**src/rvc_expander_cfg.svh**
```systemverilog
////////////////////////////////////////////////////////////
// build constants for the RV32C instruction expander
// instruction widths and the fixed register numbers that
// the quadrant decoders place into expanded words
// include wherever one of these macros is referenced
////////////////////////////////////////////////////////////
`ifndef RVC_EXPANDER_CFG_SVH
`define RVC_EXPANDER_CFG_SVH

////////////////////////////////////////////////////////////
// instruction widths
////////////////////////////////////////////////////////////

// compressed instruction width
`define RVC_ILEN 16
// full RV32I instruction width
`define RV_ILEN 32

////////////////////////////////////////////////////////////
// fixed register numbers
////////////////////////////////////////////////////////////

// return address, link target of c.jal and c.jalr
`define RV_REG_RA 5'd1
// stack pointer, base of the sp-relative forms
`define RV_REG_SP 5'd2
// 3-bit register fields select x8..x15
`define RVC_PRIME_BASE 5'd8

`endif

```
**src/rv32_isa_pkg.sv**
```systemverilog
////////////////////////////////////////////////////////////
// RV32I target encoding used by the expander
// major opcodes, funct3 values and the instruction word
// reference by scoped name from the decoders and top level
////////////////////////////////////////////////////////////
`default_nettype none
`include "rvc_expander_cfg.svh"

package rv32_isa_pkg;

  // full-width instruction word
  typedef logic [`RV_ILEN-1:0] instr_t;

  ////////////////////////////////////////////////////////////
  // major opcodes reached by an expansion
  ////////////////////////////////////////////////////////////
  typedef enum logic [6:0] {
    LOAD   = 7'b0000011,
    OP_IMM = 7'b0010011,
    STORE  = 7'b0100011,
    OP     = 7'b0110011,
    LUI    = 7'b0110111,
    BRANCH = 7'b1100011,
    JALR   = 7'b1100111,
    JAL    = 7'b1101111,
    SYSTEM = 7'b1110011
  } opcode_e;

  ////////////////////////////////////////////////////////////
  // funct3 for loads, stores, ALU operations and shifts
  ////////////////////////////////////////////////////////////
  typedef enum logic [2:0] {
    // add, addi and sub share this one
    F3_ADD  = 3'b000,
    F3_SLL  = 3'b001,
    // word width for lw and sw
    F3_WORD = 3'b010,
    F3_XOR  = 3'b100,
    // srli and srai, told apart by funct7
    F3_SR   = 3'b101,
    F3_OR   = 3'b110,
    F3_AND  = 3'b111
  } funct3_e;

  // ebreak has a single fixed encoding
  localparam instr_t EBREAK_WORD = {12'h001, 5'd0, 3'b000, 5'd0, SYSTEM};

endpackage

`default_nettype wire

```
**src/rvc_pkg.sv**
```systemverilog
////////////////////////////////////////////////////////////
// compressed side of the expander
// quadrant encoding, the 16-bit instruction type and the
// bundles returned by the decoders and by the top level
////////////////////////////////////////////////////////////
`default_nettype none
`include "rvc_expander_cfg.svh"

package rvc_pkg;

  // low two bits of a fetch word
  typedef enum logic [1:0] {
    Q0   = 2'b00,
    Q1   = 2'b01,
    Q2   = 2'b10,
    // not compressed, 32-bit word
    FULL = 2'b11
  } quadrant_e;

  // compressed instruction word
  typedef logic [`RVC_ILEN-1:0] cinstr_t;

  ////////////////////////////////////////////////////////////
  // result bundles
  ////////////////////////////////////////////////////////////

  // expansion returned by each quadrant decoder
  typedef struct packed {
    rv32_isa_pkg::instr_t instr;
    logic                 illegal;
  } expand_t;

  // registered output of the top level
  typedef struct packed {
    logic                 valid;
    rv32_isa_pkg::instr_t instr;
    logic                 compressed;
    logic                 illegal;
  } decode_out_t;

endpackage

`default_nettype wire

```
**src/rvc_decode_q0.sv**
```systemverilog
////////////////////////////////////////////////////////////
// quadrant 0 expansion, purely combinational
// handles c.addi4spn, c.lw and c.sw
// float and reserved slots come back flagged illegal
////////////////////////////////////////////////////////////
`timescale 1ns/10ps
`default_nettype none
`include "rvc_expander_cfg.svh"

module rvc_decode_q0 (
  input  rvc_pkg::cinstr_t cinstr_i,
  output rvc_pkg::expand_t expand_o
);

  // prime register fields mapped onto x8..x15
  logic [4:0] rs1p;
  logic [4:0] rdp;
  // word offset shared by c.lw and c.sw
  logic [11:0] word_off;

  assign rs1p = `RVC_PRIME_BASE + {2'b00, cinstr_i[9:7]};
  assign rdp  = `RVC_PRIME_BASE + {2'b00, cinstr_i[4:2]};

  assign word_off = {5'b0, cinstr_i[5], cinstr_i[12:10], cinstr_i[6], 2'b00};

  always_comb begin
    expand_o.instr   = '0;
    expand_o.illegal = 1'b0;

    case (cinstr_i[15:13])
      3'b000: begin
        // c.addi4spn -> addi rd', sp, nzuimm
        expand_o.instr = {2'b00, cinstr_i[10:7], cinstr_i[12:11], cinstr_i[5],
                          cinstr_i[6], 2'b00, `RV_REG_SP, rv32_isa_pkg::F3_ADD,
                          rdp, rv32_isa_pkg::OP_IMM};
        // zero immediate is reserved
        if (cinstr_i[12:5] == 8'b0) begin
          expand_o.illegal = 1'b1;
        end
      end

      3'b010: begin
        // c.lw -> lw rd', off(rs1')
        expand_o.instr = {word_off, rs1p, rv32_isa_pkg::F3_WORD, rdp,
                          rv32_isa_pkg::LOAD};
      end

      3'b110: begin
        // c.sw -> sw rs2', off(rs1'), rs2' sits where rd' would
        expand_o.instr = {word_off[11:5], rdp, rs1p, rv32_isa_pkg::F3_WORD,
                          word_off[4:0], rv32_isa_pkg::STORE};
      end

      default: begin
        // fld, flw, fsd, fsw and the reserved slot
        expand_o.illegal = 1'b1;
      end
    endcase
  end

endmodule

`default_nettype wire

```
**src/rvc_decode_q1.sv**
```systemverilog
////////////////////////////////////////////////////////////
// quadrant 1 expansion, purely combinational
// immediate arithmetic, lui, the prime-register ALU group,
// jumps and the compare-with-zero branches
////////////////////////////////////////////////////////////
`timescale 1ns/10ps
`default_nettype none
`include "rvc_expander_cfg.svh"

module rvc_decode_q1 (
  input  rvc_pkg::cinstr_t cinstr_i,
  output rvc_pkg::expand_t expand_o
);

  // full register field and the prime fields
  logic [4:0]  rd;
  logic [4:0]  rs1p;
  logic [4:0]  rs2p;
  // sign-extended 6-bit immediate of the CI format
  logic [11:0] imm_ci;
  // scrambled immediate in J-type bit order, bits 31:12
  logic [19:0] jal_imm;
  logic [4:0]  jal_rd;
  logic        nzimm_zero;

  assign rd   = cinstr_i[11:7];
  assign rs1p = `RVC_PRIME_BASE + {2'b00, cinstr_i[9:7]};
  assign rs2p = `RVC_PRIME_BASE + {2'b00, cinstr_i[4:2]};

  assign imm_ci     = {{7{cinstr_i[12]}}, cinstr_i[6:2]};
  assign nzimm_zero = ({cinstr_i[12], cinstr_i[6:2]} == 6'b0);

  assign jal_imm = {cinstr_i[12], cinstr_i[8], cinstr_i[10:9], cinstr_i[6],
                    cinstr_i[7], cinstr_i[2], cinstr_i[11], cinstr_i[5:3],
                    {9{cinstr_i[12]}}};
  // c.j leaves the link in x0
  assign jal_rd  = cinstr_i[15] ? 5'd0 : `RV_REG_RA;

  always_comb begin
    expand_o.instr   = '0;
    expand_o.illegal = 1'b0;

    case (cinstr_i[15:13])
      3'b000: begin
        // c.addi, and c.nop when rd is x0
        expand_o.instr = {imm_ci, rd, rv32_isa_pkg::F3_ADD, rd, rv32_isa_pkg::OP_IMM};
      end

      3'b001,
      3'b101: begin
        // c.jal and c.j -> jal
        expand_o.instr = {jal_imm, jal_rd, rv32_isa_pkg::JAL};
      end

      3'b010: begin
        // c.li -> addi rd, x0, imm, a hint when rd is x0
        expand_o.instr = {imm_ci, 5'd0, rv32_isa_pkg::F3_ADD, rd, rv32_isa_pkg::OP_IMM};
      end

      3'b011: begin
        if (rd == `RV_REG_SP) begin
          // c.addi16sp -> addi sp, sp, nzimm*16
          expand_o.instr = {{3{cinstr_i[12]}}, cinstr_i[4:3], cinstr_i[5], cinstr_i[2],
                            cinstr_i[6], 4'b0, `RV_REG_SP, rv32_isa_pkg::F3_ADD,
                            `RV_REG_SP, rv32_isa_pkg::OP_IMM};
        end else begin
          // c.lui
          expand_o.instr = {{15{cinstr_i[12]}}, cinstr_i[6:2], rd, rv32_isa_pkg::LUI};
        end
        expand_o.illegal = nzimm_zero;
      end

      3'b100: begin
        case (cinstr_i[11:10])
          2'b00,
          2'b01: begin
            // c.srli and c.srai, bit 10 selects the arithmetic form
            expand_o.instr = {1'b0, cinstr_i[10], 5'b0, cinstr_i[6:2], rs1p,
                              rv32_isa_pkg::F3_SR, rs1p, rv32_isa_pkg::OP_IMM};
            // shamt[5] does not exist on RV32
            expand_o.illegal = cinstr_i[12];
          end
          2'b10: begin
            // c.andi
            expand_o.instr = {imm_ci, rs1p, rv32_isa_pkg::F3_AND, rs1p,
                              rv32_isa_pkg::OP_IMM};
          end
          default: begin
            case ({cinstr_i[12], cinstr_i[6:5]})
              3'b000: begin
                expand_o.instr = {7'b0100000, rs2p, rs1p, rv32_isa_pkg::F3_ADD, rs1p,
                                  rv32_isa_pkg::OP};
              end
              3'b001: begin
                expand_o.instr = {7'b0, rs2p, rs1p, rv32_isa_pkg::F3_XOR, rs1p,
                                  rv32_isa_pkg::OP};
              end
              3'b010: begin
                expand_o.instr = {7'b0, rs2p, rs1p, rv32_isa_pkg::F3_OR, rs1p,
                                  rv32_isa_pkg::OP};
              end
              3'b011: begin
                expand_o.instr = {7'b0, rs2p, rs1p, rv32_isa_pkg::F3_AND, rs1p,
                                  rv32_isa_pkg::OP};
              end
              default: begin
                // subw and addw on RV64, the rest are Zc slots
                expand_o.illegal = 1'b1;
              end
            endcase
          end
        endcase
      end

      default: begin
        // c.beqz and c.bnez, bit 13 picks bne
        expand_o.instr = {{4{cinstr_i[12]}}, cinstr_i[6:5], cinstr_i[2], 5'd0, rs1p,
                          2'b00, cinstr_i[13], cinstr_i[11:10], cinstr_i[4:3],
                          cinstr_i[12], rv32_isa_pkg::BRANCH};
      end
    endcase
  end

endmodule

`default_nettype wire

```
**src/rvc_decode_q2.sv**
```systemverilog
////////////////////////////////////////////////////////////
// quadrant 2 expansion, purely combinational
// slli, the sp-relative word load and store, and the
// jr / mv / jalr / add / ebreak group under funct3 100
////////////////////////////////////////////////////////////
`timescale 1ns/10ps
`default_nettype none
`include "rvc_expander_cfg.svh"

module rvc_decode_q2 (
  input  rvc_pkg::cinstr_t cinstr_i,
  output rvc_pkg::expand_t expand_o
);

  logic [4:0] rd;
  logic [4:0] rs2;
  logic       rd_zero;
  logic       rs2_zero;

  assign rd       = cinstr_i[11:7];
  assign rs2      = cinstr_i[6:2];
  assign rd_zero  = (rd == 5'd0);
  assign rs2_zero = (rs2 == 5'd0);

  always_comb begin
    expand_o.instr   = '0;
    expand_o.illegal = 1'b0;

    case (cinstr_i[15:13])
      3'b000: begin
        // c.slli, shamt zero or rd x0 are hints
        expand_o.instr = {7'b0, rs2, rd, rv32_isa_pkg::F3_SLL, rd, rv32_isa_pkg::OP_IMM};
        expand_o.illegal = cinstr_i[12];
      end

      3'b010: begin
        // c.lwsp -> lw rd, off(sp)
        expand_o.instr = {4'b0, cinstr_i[3:2], cinstr_i[12], cinstr_i[6:4], 2'b00,
                          `RV_REG_SP, rv32_isa_pkg::F3_WORD, rd, rv32_isa_pkg::LOAD};
        // rd x0 is reserved
        expand_o.illegal = rd_zero;
      end

      3'b110: begin
        // c.swsp -> sw rs2, off(sp)
        expand_o.instr = {4'b0, cinstr_i[8:7], cinstr_i[12], rs2, `RV_REG_SP,
                          rv32_isa_pkg::F3_WORD, cinstr_i[11:9], 2'b00,
                          rv32_isa_pkg::STORE};
      end

      3'b100: begin
        if (!cinstr_i[12]) begin
          if (rs2_zero) begin
            // c.jr -> jalr x0, 0(rs1), reserved for rs1 x0
            expand_o.instr = {12'b0, rd, 3'b000, 5'd0, rv32_isa_pkg::JALR};
            expand_o.illegal = rd_zero;
          end else begin
            // c.mv -> add rd, x0, rs2
            expand_o.instr = {7'b0, rs2, 5'd0, rv32_isa_pkg::F3_ADD, rd, rv32_isa_pkg::OP};
          end
        end else begin
          if (rs2_zero && rd_zero) begin
            expand_o.instr = rv32_isa_pkg::EBREAK_WORD;
          end else if (rs2_zero) begin
            // c.jalr -> jalr ra, 0(rs1)
            expand_o.instr = {12'b0, rd, 3'b000, `RV_REG_RA, rv32_isa_pkg::JALR};
          end else begin
            // c.add, a hint when rd is x0
            expand_o.instr = {7'b0, rs2, rd, rv32_isa_pkg::F3_ADD, rd, rv32_isa_pkg::OP};
          end
        end
      end

      default: begin
        // fldsp, flwsp, fsdsp, fswsp
        expand_o.illegal = 1'b1;
      end
    endcase
  end

endmodule

`default_nettype wire

```
**src/rvc_expander.sv**
```systemverilog
////////////////////////////////////////////////////////////
// RV32C expander for the decode stage
// one fetch word per cycle in, one registered result out
// compressed words are expanded, 32-bit words pass through
////////////////////////////////////////////////////////////
`timescale 1ns/10ps
`default_nettype none
`include "rvc_expander_cfg.svh"

module rvc_expander (
  input  logic                 clk,
  input  logic                 arst_n_i,
  input  logic                 valid_i,
  input  rv32_isa_pkg::instr_t instr_i,
  output logic                 valid_o,
  output rv32_isa_pkg::instr_t instr_o,
  output logic                 compressed_o,
  output logic                 illegal_o
);

  rvc_pkg::cinstr_t     cinstr;
  rvc_pkg::quadrant_e   quadrant;
  rvc_pkg::expand_t     exp_q0;
  rvc_pkg::expand_t     exp_q1;
  rvc_pkg::expand_t     exp_q2;
  rvc_pkg::expand_t     exp_sel;
  rvc_pkg::decode_out_t out_q;

  // lower half of the fetch word feeds all three decoders
  assign cinstr   = instr_i[`RV_ILEN/2-1:0];
  assign quadrant = rvc_pkg::quadrant_e'(instr_i[1:0]);

  rvc_decode_q0 u_q0 (.cinstr_i(cinstr), .expand_o(exp_q0));
  rvc_decode_q1 u_q1 (.cinstr_i(cinstr), .expand_o(exp_q1));
  rvc_decode_q2 u_q2 (.cinstr_i(cinstr), .expand_o(exp_q2));

  always_comb begin
    case (quadrant)
      rvc_pkg::Q0: exp_sel = exp_q0;
      rvc_pkg::Q1: exp_sel = exp_q1;
      rvc_pkg::Q2: exp_sel = exp_q2;
      // full-width word goes through untouched
      default:     exp_sel = '{instr: instr_i, illegal: 1'b0};
    endcase
  end

  ////////////////////////////////////////////////////////////
  // output register, one cycle of latency
  ////////////////////////////////////////////////////////////
  always_ff @(posedge clk or negedge arst_n_i) begin
    if (!arst_n_i) begin
      out_q.valid      <= 1'b0;
      out_q.compressed <= 1'b0;
      out_q.illegal    <= 1'b0;
    end else begin
      out_q.valid <= valid_i;
      if (valid_i) begin
        out_q.instr      <= exp_sel.instr;
        out_q.compressed <= (quadrant != rvc_pkg::FULL);
        out_q.illegal    <= exp_sel.illegal;
      end
    end
  end

  assign valid_o      = out_q.valid;
  assign instr_o      = out_q.instr;
  assign compressed_o = out_q.compressed;
  assign illegal_o    = out_q.illegal;

  ////////////////////////////////////////////////////////////
  // assertions
  ////////////////////////////////////////////////////////////
  a_reset_quiet : assert property (@(posedge clk) !arst_n_i |-> !valid_o);

  // only an expanded word can carry the illegal flag
  a_illegal_compressed : assert property (@(posedge clk) disable iff (!arst_n_i)
    illegal_o |-> compressed_o);

  // a 32-bit word comes back one cycle later, unchanged and legal
  a_pass_through : assert property (@(posedge clk) disable iff (!arst_n_i)
    valid_o && !compressed_o |-> !illegal_o && (instr_o == $past(instr_i)));

endmodule

`default_nettype wire

```
**config.mk**
```make
export PLATFORM = sky130hd
export DESIGN_NAME = rvc_expander
export DESIGN_NICKNAME = d
export VERILOG_FILES = /design/src/rv32_isa_pkg.sv /design/src/rvc_pkg.sv /design/src/rvc_decode_q0.sv /design/src/rvc_decode_q1.sv /design/src/rvc_decode_q2.sv /design/src/rvc_expander.sv
export VERILOG_INCLUDE_DIRS = /design/src
export SDC_FILE = /design/constraint.sdc
export NUM_CORES = 1
export LEC_CHECK = 0
export ABC_CLOCK_PERIOD_IN_PS = 900
export BUFFER_PORTS_ARGS = -buffer_cell sky130_fd_sc_hd__buf_2
export CORE_UTILIZATION = 58
export CTS_CLUSTER_DIAMETER = 200
export DETAILED_ROUTE_END_ITERATION = 10
export MAX_ROUTING_LAYER = met4
export PLACE_DENSITY = 0.87
export SYNTH_ARGS = -nofsm -noshare
export SYNTH_HDL_FRONTEND = slang
export SYNTH_SLANG_ARGS = --single-unit
```
**constraint.sdc**
```tcl
create_clock -name clk -period 0.9 [get_ports clk]
set_input_delay 0.09 -clock clk [delete_from_list [all_inputs] [get_ports clk]]
set_output_delay 0.09 -clock clk [all_outputs]
set_load 0.01 [all_outputs]
```
==> results of run 1 <==
## stage by stage
step           instances  setup TNS (ns)  hold slack (ns)  util, %  setup slack, ns
3_5_place_dp         521          -22.21         -0.00151     90.6           -0.974
3_3_place_gp         521          -20.52          -0.0207     90.6           -0.811
2_1_floorplan        327          -10.87           -0.206        -           -0.730
## cells in the mapped netlist, types with 2 or more instances
cell / n / share of area [%]
o22a_1: 3 / 0.98
nand4_1: 6 / 1.4
a221oi_1: 7 / 2.3
dfrtp_1: 3 / 2.8
a31oi_1: 13 / 3.0
o31ai_1: 2 / 0.56
a311oi_1: 2 / 0.66
o21ai_0: 34 / 6.4
edfxtp_1: 32 / 36
clkinv_1: 2 / 0.28
a22oi_1: 4 / 1.1
nor2_1: 33 / 4.6
o32ai_1: 2 / 0.66
nor4_1: 2 / 0.47
inv_1: 9 / 1.3
nand2_1: 30 / 4.2
a21o_1: 3 / 0.84
a32o_1: 4 / 1.5
buf_1: 3 / 0.42
o211ai_1: 4 / 1.1
and3_1: 3 / 0.70
nor3_1: 11 / 2.1
a21oi_1: 26 / 4.9
a32oi_1: 5 / 1.6
o22ai_1: 6 / 1.4
o311ai_0: 2 / 0.66
clkbuf_1: 18 / 2.5
and2_1: 3 / 0.70
buf_2: 9 / 1.7
nand3_1: 10 / 1.9
nand2b_1: 7 / 1.6
nor2b_1: 5 / 1.2
## cells by family after synthesis
group / share of synthesized area [%]
AOI/OAI and AO/OA: 32.0
buffers and inverters: 6.19
DFF: 38.8
and+or+nand+nor: 23.0
==> flow_metrics.tcl, run 1 <==
set metrics [dict create \
    postPlaceCellArea_mm2 0.00397 \
    syn-cell-area_mm2 0.00267 \
    cts_resized 174 \
    dp_hpwl_um 8910 \
    synth_seq_cells 35 \
    async_flop_share_pct 8.57 \
    clock-sinks 35 \
    row_count 24 \
    failed_stage "clock tree synthesis (4_1_cts)" \
    cts-root-buf "clkbuf_8" \
    start_util_pct 60.9 \
    ys.warnings.count 0 \
    seq_area_frac_synth_pct 38.8 \
    die_x_um 69.9 \
    cts_max_level 2 \
    clock_path_buffers 2 \
    synth_cell_type_count 56 \
    cts_setup_buffers 34 \
    avgSynthCellArea_um2 8.17 \
    die_y_um 69.9 \
    postSynthCellCount 327 \
    numCtsBuffers 5 \
    synth_ff_type "edfxtp_1" \
    io_pins 70 \
    cts_hold_buf 1 \
    synthesis.nets 362 \
    io_buffers 69 \
    firstError "[ERROR DPL-0038] Utilization greater than 100%, impossible to legalize" \
    status "aborted with a tool error" \
    synth_edf_count 32 \
    gp_congestion 1.28 \
]
==> inputs of run 2 (changes only) <==
- CORE_UTILIZATION: 58 -> 40
- CTS_CLUSTER_DIAMETER: 200 -> unset
- MAX_ROUTING_LAYER: met4 -> unset
- PLACE_DENSITY: 0.87 -> unset
- PLACE_DENSITY_LB_ADDON: unset -> 0.15
==> run 2 against run 1 <==
Net effect: the flow now finishes, with violations (negative setup slack); synthesized cell count unchanged; synthesized area stayed put.
==> flow_metrics.tcl, run 2 <==
set metrics [dict create \
    status "finished, violations left" \
    violations "negative setup slack" \
    cts_max_level 2 \
    postPlaceCellArea_mm2 0.00411 \
    fin_cells 603 \
    largest_reg_flops 32 \
    io_pins 70 \
    totalWireLength_um 13300 \
    fin_crit_sh_pct 165 \
    fin_crit_ns 1.49 \
    avgSynthCellArea_um2 8.17 \
    yosys.area.top_type "edfxtp_1" \
    io_buffers 69 \
    dr.pass1.iters 5 \
    hold_violations 0 \
    slew_headroom_pct 67.1 \
    crit_path_max_incr_delay_ns 0.39 \
    start_kind "input port" \
    die_area_mm2 0.00701 \
    async_flop_share_pct 8.57 \
    vias_per_cell 6.36 \
    synth_seq_cells 35 \
    p_leak_nw 2.20 \
    clock_skew_ns 0 \
    final_area_mm2 0.00521 \
    grt_max_degree 21 \
    layout-drive-gt1-share_pct 60.3 \
    wire_per_inst_um 22.0 \
    synth_ff_type "edfxtp_1" \
    crit_path_max_fanout 5 \
    synth_cell_type_count 56 \
    layout_common_cells "buf_4 (113), buf_2 (54), edfxtp_1 (32), buf_6 (24), nand2_1 (23)" \
    dp_cells 557 \
    fmax_mhz 673 \
    numCtsBuffers 5 \
    yosysMostFrequentCell "o21ai_0" \
    cts-root-buf "clkbuf_8" \
    rsz0062_at_grt "yes" \
    path_clk_slew_ns 0.08 \
    dp_hpwl_um 9290 \
    start_util_pct 41.8 \
    area_growth_pct 95.1 \
    worstSetupPathType "in2reg" \
    postSynthCellCount 327 \
    setup_ws_ns -0.585 \
    grt_pass1_wl_um 19400 \
    ys_top_cells_by_count "o21ai_0 (34), nor2_1 (33), edfxtp_1 (32), nand2_1 (30), a21oi_1 (26)" \
    ir_drop_mv 0.981 \
    worst_slew_pin_slew_ns 0.492 \
    diodes 0 \
    row_count 29 \
    path_cells "buf_8 > nor4_4 > buf_4 > buf_6 > nand4_1 > a21oi_2 > nor3_1 > or4_1" \
    insertion_delay_ns 0.30 \
    nets 560 \
    synth_edf_count 32 \
    required_ns 0.94 \
    path_buf_inv 3 \
    synth_top_area_share_pct 36.0 \
    coreArea_mm2 0.00639 \
    synth_area_leaders "edfxtp_1 (36%), o21ai_0 (6.4%), a21oi_1 (4.9%)" \
    grt_pass1_vias 3591 \
    hold_path_class "in2reg" \
    arrival_ns 1.53 \
    antenna_found_initial 0 \
    mostFrequentLayoutCell "buf_4" \
    critPathSlowestCell "or4_1" \
    slew_viol_final 0 \
    overflow 0 \
    fillers 374 \
    clock_path_buffers 2 \
    clock-sinks 35 \
    drc 0 \
    cts_tree "yes" \
    end_kind "register" \
    gp_congestion 1.02 \
    die_y_um 83.7 \
    die_x_um 83.7 \
    grt_use_total_pct 36.8 \
    setup_violations 44 \
    num_vias 3838 \
    drt-initial-drc-count 440 \
    power_density_mw_per_mm2 1070 \
    hold_ws_ns 0.0352 \
    postRouteAntennaNets 0 \
    syn-cell-area_mm2 0.00267 \
    seq_area_frac_synth_pct 38.8 \
    ys.warnings.count 0 \
    cap_violations 0 \
    fin_util_pct 81.6 \
    synthesis.nets 362 \
    crit_family "simple AND/OR/NAND/NOR gates" \
]
[run 2: path summary, 6_finish.rpt]
| check | endpoint | from | cells past startpoint | slack, ns |
|---|---|---|---|---|
| worst max-delay path | instr_o[18] | instr_i[7] | 8 | -0.59 |
| worst min-delay path | valid_o | valid_i | 2 | 0.04 |
| worst max register to register | illegal_o | illegal_o | 1 | 0.22 |
| worst min register to register | illegal_o | illegal_o | 1 | 0.51 |
| max in group asynchronous | compressed_o | arst_n_i | 3 | 0.60 |
| min in group asynchronous | illegal_o | arst_n_i | 3 | 0.21 |
[run 2: final cells by class]
class | count | area (um2) | area share [%]
multi-input cells | 251 | 1960 | 37.7
repair buffers | 221 | 1950 | 37.4
flip-flops and latches | 35 | 1040 | 19.9
well taps | 77 | 96.3 | 1.85
clock buffers | 5 | 68.8 | 1.32
inverters | 11 | 56.3 | 1.08
clock inverters | 3 | 43.8 | 0.841
[run 2: layer usage]
layer	wire length [um]	GRT usage, %	vias up
met2	5960	56.2	323
met1	5100	49.2	1783
met3	1470	7.12	63
li1	-	-	1669
met4	731	19.7	0
met5	0	0	-
[run 2: kinds of logic (layout without fill, tap and decap cells)]
group / Yosys count / in the layout / share of synthesized area [%]
AOI/OAI and AO/OA: 129 / 129 / 32.0
and+or+nand+nor: 122 / 122 / 23.0
buffers and inverters: 41 / 240 / 6.19
DFF: 35 / 35 / 38.8
[run 2: where the power goes]
group | switching (mW) | leakage [nW] | internal (mW)
registers | 0.0318 | 0.319 | 1.93
logic | 1.08 | 1.82 | 1.05
clock network | 0.662 | 0.0581 | 0.826
[run 2: stage by stage]
stage	setup slack, ns	TNS (ns)	total power, mW
CTS	-0.551	-9.45	5.38
global placement	-0.880	-22.28	3.57
detailed placement	-0.924	-22.81	3.59
finish	-0.585	-10.60	5.57
global route	-0.630	-11.95	5.74
floorplan	-0.730	-10.87	2.82
[run 2: repair_timing]
action / 4_1_cts / 5_1_grt
gates cloned: 1 / 0
buffers inserted: 21 / 17
gates resized for setup: 130 / 34
setup endpoints to repair: 47 / 65
endpoints found under the hold margin: 3 / 0
hold buffers: 1 / 0
pin swaps: 38 / 23
Note: power is estimated with default switching activity, not from simulation.
==> inputs of run 3 (changes only) <==
- PLACE_DENSITY: unset -> 0.71
- PLACE_DENSITY_LB_ADDON: 0.15 -> unset
- SKIP_LAST_GASP: unset -> 1
==> run 3 against run 2 <==
Net effect: the run still ends with negative setup slack left; core utilization shrank 1.4 points; sequential share of layout area up 0.34 points; die area did not move; wire length up 3.5%; setup slack improved by 0.016 ns; clock power shrank 24%; sequential power about the same; global-route usage rose by 0.97 points; combinational power hardly changed; fmax rose by 1.1%; hold slack better by 0.0093 ns; largest power group unchanged.
==> flow_metrics.tcl, run 3 (synthesis results as in run 2) <==
set metrics [dict create \
    antenna_found_initial 0 \
    totalWireLength_um 13700 \
    fin_util_pct 80.2 \
    ff2ff_setup_slack_ns 0.22 \
    postRouteAntennaNets 0 \
    crit_path_max_incr_delay_ns 0.47 \
    postPlaceCellArea_mm2 0.00409 \
    grt_use_met2_pct 59.6 \
    dp_hpwl_um 9440 \
    clockPowerShare_pct 21.7 \
    setup_ws_ns -0.569 \
    diodes 0 \
    layout_common_cells "buf_4 (106), buf_2 (57), buf_6 (37), edfxtp_1 (32), nand2_1 (23)" \
    rsz0062_at_grt "yes" \
    cts_max_level 2 \
    grt_pass1_vias 3720 \
    overflow 0 \
    largest_reg_flops 32 \
    p_total_mw 5.20 \
    numCtsBuffers 5 \
    cap_violations 0 \
    arrival_ns 1.50 \
    io_buffers 69 \
    row_count 29 \
    worstRegToRegCells 1 \
    dp_cells 562 \
    rr_endpoint "illegal_o" \
    holdPathStages 2 \
    violations "negative setup slack" \
    grt_max_degree 24 \
    worst_slew_pin_slew_ns 0.400 \
    worstSetupPathType "in2reg" \
    fin_cells 598 \
    fin_crit_ns 1.47 \
    coreArea_mm2 0.00639 \
    grt_use_total_pct 37.8 \
    p_switching_mw 1.76 \
    cts_tree "yes" \
    internal_power_mw 3.44 \
    hold_path_class "in2reg" \
    cts-root-buf "clkbuf_8" \
    num_vias 3799 \
    hp-start "valid_i" \
    start_util_pct 41.8 \
    die_area_mm2 0.00701 \
    ir_drop_mv 0.814 \
    preCtsSetupSlack_ns -0.900 \
    die_y_um 83.7 \
    hold_end "valid_o" \
    setup_tns_ns -11.29 \
    p_sw_share_pct 33.8 \
    dr.pass1.iters 5 \
    clock_skew_ns 0 \
    slew_headroom_pct 73.0 \
    met3_usage_pct 5.24 \
    io_pins 70 \
    busiest_layer "met2" \
    grt_pass1_wl_um 20200 \
    slew_viol_final 0 \
    layout-drive-gt1-share_pct 61.0 \
    path_buf_inv 1 \
    p_leak_nw 2.15 \
    required_ns 0.93 \
    critPathSlowestCell "or4_1" \
    fin_crit_sh_pct 163 \
    power_density_mw_per_mm2 1010 \
    clock-sinks 35 \
    pwr-share-comb_pct 40.6 \
    clock_path_buffers 2 \
    start_kind "input port" \
    final_area_mm2 0.00512 \
    hold_ws_ns 0.0445 \
    gp_congestion 0.986 \
    fmax_mhz 681 \
    insertion_delay_ns 0.29 \
    p_seq_share_pct 37.7 \
    status "finished, violations left" \
    drc 0 \
    area_growth_pct 91.8 \
    r2r-start "illegal_o" \
    vias_per_cell 6.35 \
    path_clk_slew_ns 0.08 \
    mostFrequentLayoutCell "buf_4" \
    setup_violations 38 \
    hold_violations 0 \
    crit_family "simple AND/OR/NAND/NOR gates" \
    end_kind "register" \
    die_x_um 83.7 \
    wire_per_inst_um 22.9 \
    drt-initial-drc-count 377 \
    grtUsageMet1_pct 50.3 \
    crit_path_max_fanout 3 \
    path_cells "buf_8 > nor4_4 > a311oi_1 > o311a_1 > or4_1" \
    nets 556 \
]
## run 3: cell count changes in the layout (fill, tap and decap cells not counted), sizes merged
cell	delta
bufbuf	-1
bufinv	-1
buf	-3
## run 3: timing repair
item | 4_1_cts | 5_1_grt
hold buffers | 1 | 0
gates resized for setup | 126 | 52
endpoints found under the setup margin | 38 | 55
hold endpoints to repair | 3 | 0
pin swaps | 50 | 34
gates cloned | 1 | 0
buffers inserted | 19 | 13
## run 3: power groups by stage
stage / Sequential (mW) / Combinational (mW) / Clock [mW]
2_1_floorplan: 2.07 / 0.754 / 0
3_3_place_gp: 1.99 / 1.57 / 0
3_5_place_dp: 2.00 / 1.58 / 0
4_1_cts: 1.96 / 1.88 / 1.12
5_1_grt: 1.97 / 2.20 / 1.17
6_report: 1.96 / 2.11 / 1.13
## run 3: area by class of cell
cell class,instances,area [um2]
Clock buffer,5,68.8
Tap cell,77,96.3
Clock inverter,2,8.76
Multi-Input combinational cell,251,2050
Fill cell,409,1260
Timing Repair Buffer,217,1790
Sequential cell,35,1040
Inverter,11,65.1
## run 3: worst max path at each step
stage               startpoint           to  slack, ns  cells after the start
global placement    instr_i[9]  instr_o[20]      -0.87                      7
floorplan           instr_i[9]  instr_o[18]      -0.73                      4
finish              instr_i[7]  instr_o[18]      -0.57                      5
global route        instr_i[7]  instr_o[18]      -0.60                      5
detailed placement  instr_i[9]  instr_o[20]      -0.90                      7
CTS                 instr_i[7]  instr_o[18]      -0.55                      5
## run 3: per-layer routing
layer	vias to the layer above	share of wire [%]
met5	-	0
met4	0	6.2
met3	78	9.9
met2	313	45
met1	1756	39
li1	1652	-
==> inputs of run 4 (changes only) <==
- SETUP_SLACK_MARGIN: unset -> 0.2
==> run 4 against run 3 <==
Net effect: fmax decreased by 4.7%; critical path type unchanged; the run still ends with negative setup slack left; core utilization increased by 8.7 points; cell count increased by 7.2%; count of clock-buffer cells in the layout increased by 1.
==> flow_metrics.tcl, run 4 (synthesis results as in run 2) <==
set metrics [dict create \
    fmax_mhz 649 \
    slew_headroom_pct 71.4 \
    dp_cells 567 \
    layout-drive-gt1-share_pct 63.8 \
    ir_drop_mv 0.784 \
    cap_violations 0 \
    setup_ws_ns -0.642 \
    postRouteAntennaNets 0 \
    cts_max_level 2 \
    num_vias 4414 \
    die_y_um 83.7 \
    clock_skew_ns 0 \
    slew_viol_final 0 \
    postPlaceCellArea_mm2 0.00414 \
    worstSetupPathType "in2reg" \
    mostFrequentLayoutCell "buf_4" \
    end_kind "register" \
    totalWireLength_um 16900 \
    die_x_um 83.7 \
    numCtsBuffers 5 \
    preCtsSetupSlack_ns -0.926 \
    grt_max_degree 26 \
    drc 0 \
    insertion_delay_ns 0.29 \
    critPathSlowestCell "or4_1" \
    path_clk_slew_ns 0.07 \
    status "finished, violations left" \
    drt-initial-drc-count 662 \
    hold_ws_ns 0.0726 \
    overflow 0 \
    io_buffers 69 \
    hold_end "instr_o[30]" \
    largest_reg_flops 32 \
    start_util_pct 41.8 \
    crit_path_max_fanout 4 \
    crit_path_max_incr_delay_ns 0.50 \
    area_growth_pct 113 \
    dr.pass1.iters 5 \
    layout_common_cells "buf_4 (128), buf_2 (55), buf_6 (43), edfxtp_1 (32), nand2_1 (22)" \
    start_kind "input port" \
    fin_cells 641 \
    path_cells "buf_8 > nor4_4 > a311oi_2 > o311a_1 > or4_1" \
    gp_congestion 1.04 \
    dp_hpwl_um 9320 \
    required_ns 0.92 \
    grt_pass1_wl_um 21500 \
    p_leak_nw 2.43 \
    fin_crit_ns 1.54 \
    cts_tree "yes" \
    ff2ff_setup_slack_ns 0.04 \
    antenna_found_initial 0 \
    vias_per_cell 6.89 \
    io_pins 70 \
    coreArea_mm2 0.00639 \
    violations "negative setup slack" \
    r2r-start "illegal_o" \
    crit_family "simple AND/OR/NAND/NOR gates" \
    grt_pass1_vias 3942 \
    final_area_mm2 0.00568 \
    cts-root-buf "clkbuf_8" \
    fin_crit_sh_pct 171 \
    arrival_ns 1.57 \
    clock_path_buffers 2 \
    fin_util_pct 88.9 \
    diodes 0 \
    hold_violations 0 \
    p_total_mw 5.61 \
    holdPathStages 2 \
    row_count 29 \
    power_density_mw_per_mm2 988 \
    die_area_mm2 0.00701 \
    worst_slew_pin_slew_ns 0.426 \
    setup_violations 43 \
    hp-start "instr_i[30]" \
    rsz0062_at_grt "yes" \
    nets 598 \
    clock-sinks 35 \
    rr_endpoint "illegal_o" \
    worstRegToRegCells 2 \
    grt_use_total_pct 40.6 \
    wire_per_inst_um 26.4 \
    hold_path_class "in2reg" \
    setup_tns_ns -14.18 \
    path_buf_inv 1 \
]
run 4: worst max path at each step:
| stage | start | to | slack (ns) | cells after the start |
|---|---|---|---|---|
| global placement | instr_i[9] | instr_o[18] | -0.87 | 5 |
| global route | instr_i[10] | instr_o[18] | -0.65 | 7 |
| detailed placement | instr_i[9] | instr_o[18] | -0.93 | 5 |
| CTS | instr_i[7] | instr_o[18] | -0.57 | 5 |
| finish | instr_i[10] | instr_o[18] | -0.64 | 5 |
| floorplan | instr_i[9] | instr_o[18] | -0.73 | 4 |
run 4: final cells by class:
| type | count | area [um2] |
|---|---|---|
| tap | 77 | 96.3 |
| multi-input combinational | 251 | 2040 |
| clock buffer | 6 | 72.6 |
| sequential | 35 | 1040 |
| fill | 270 | 706 |
| timing repair buffer | 259 | 2340 |
| inverter | 11 | 80.1 |
| clock inverter | 2 | 7.51 |
run 4: what timing repair did:
action	CTS	global route
endpoints found under the setup margin	69	69
resized for setup	152	52
setup buffers	36	24
hold buffers	1	0
cloned	4	1
pin swaps	50	27
hold endpoints to repair	3	0
run 4: where the power goes:
part	switching (mW)	internal, mW	leakage, nW
sequential	0.0359	1.93	0.319
clock	0.619	0.529	0.0403
combinational	1.28	1.22	2.07
total	1.93	3.68	2.43
run 4: per-layer routing:
| layer | GRT usage, % | wire length, um | up-vias |
|---|---|---|---|
| met2 | 65.9 | 7550 | 511 |
| met3 | 9.00 | 2330 | 168 |
| met1 | 49.5 | 5550 | 1982 |
| met5 | 0 | 0 | - |
| li1 | - | - | 1753 |
| met4 | 23.4 | 1500 | 0 |
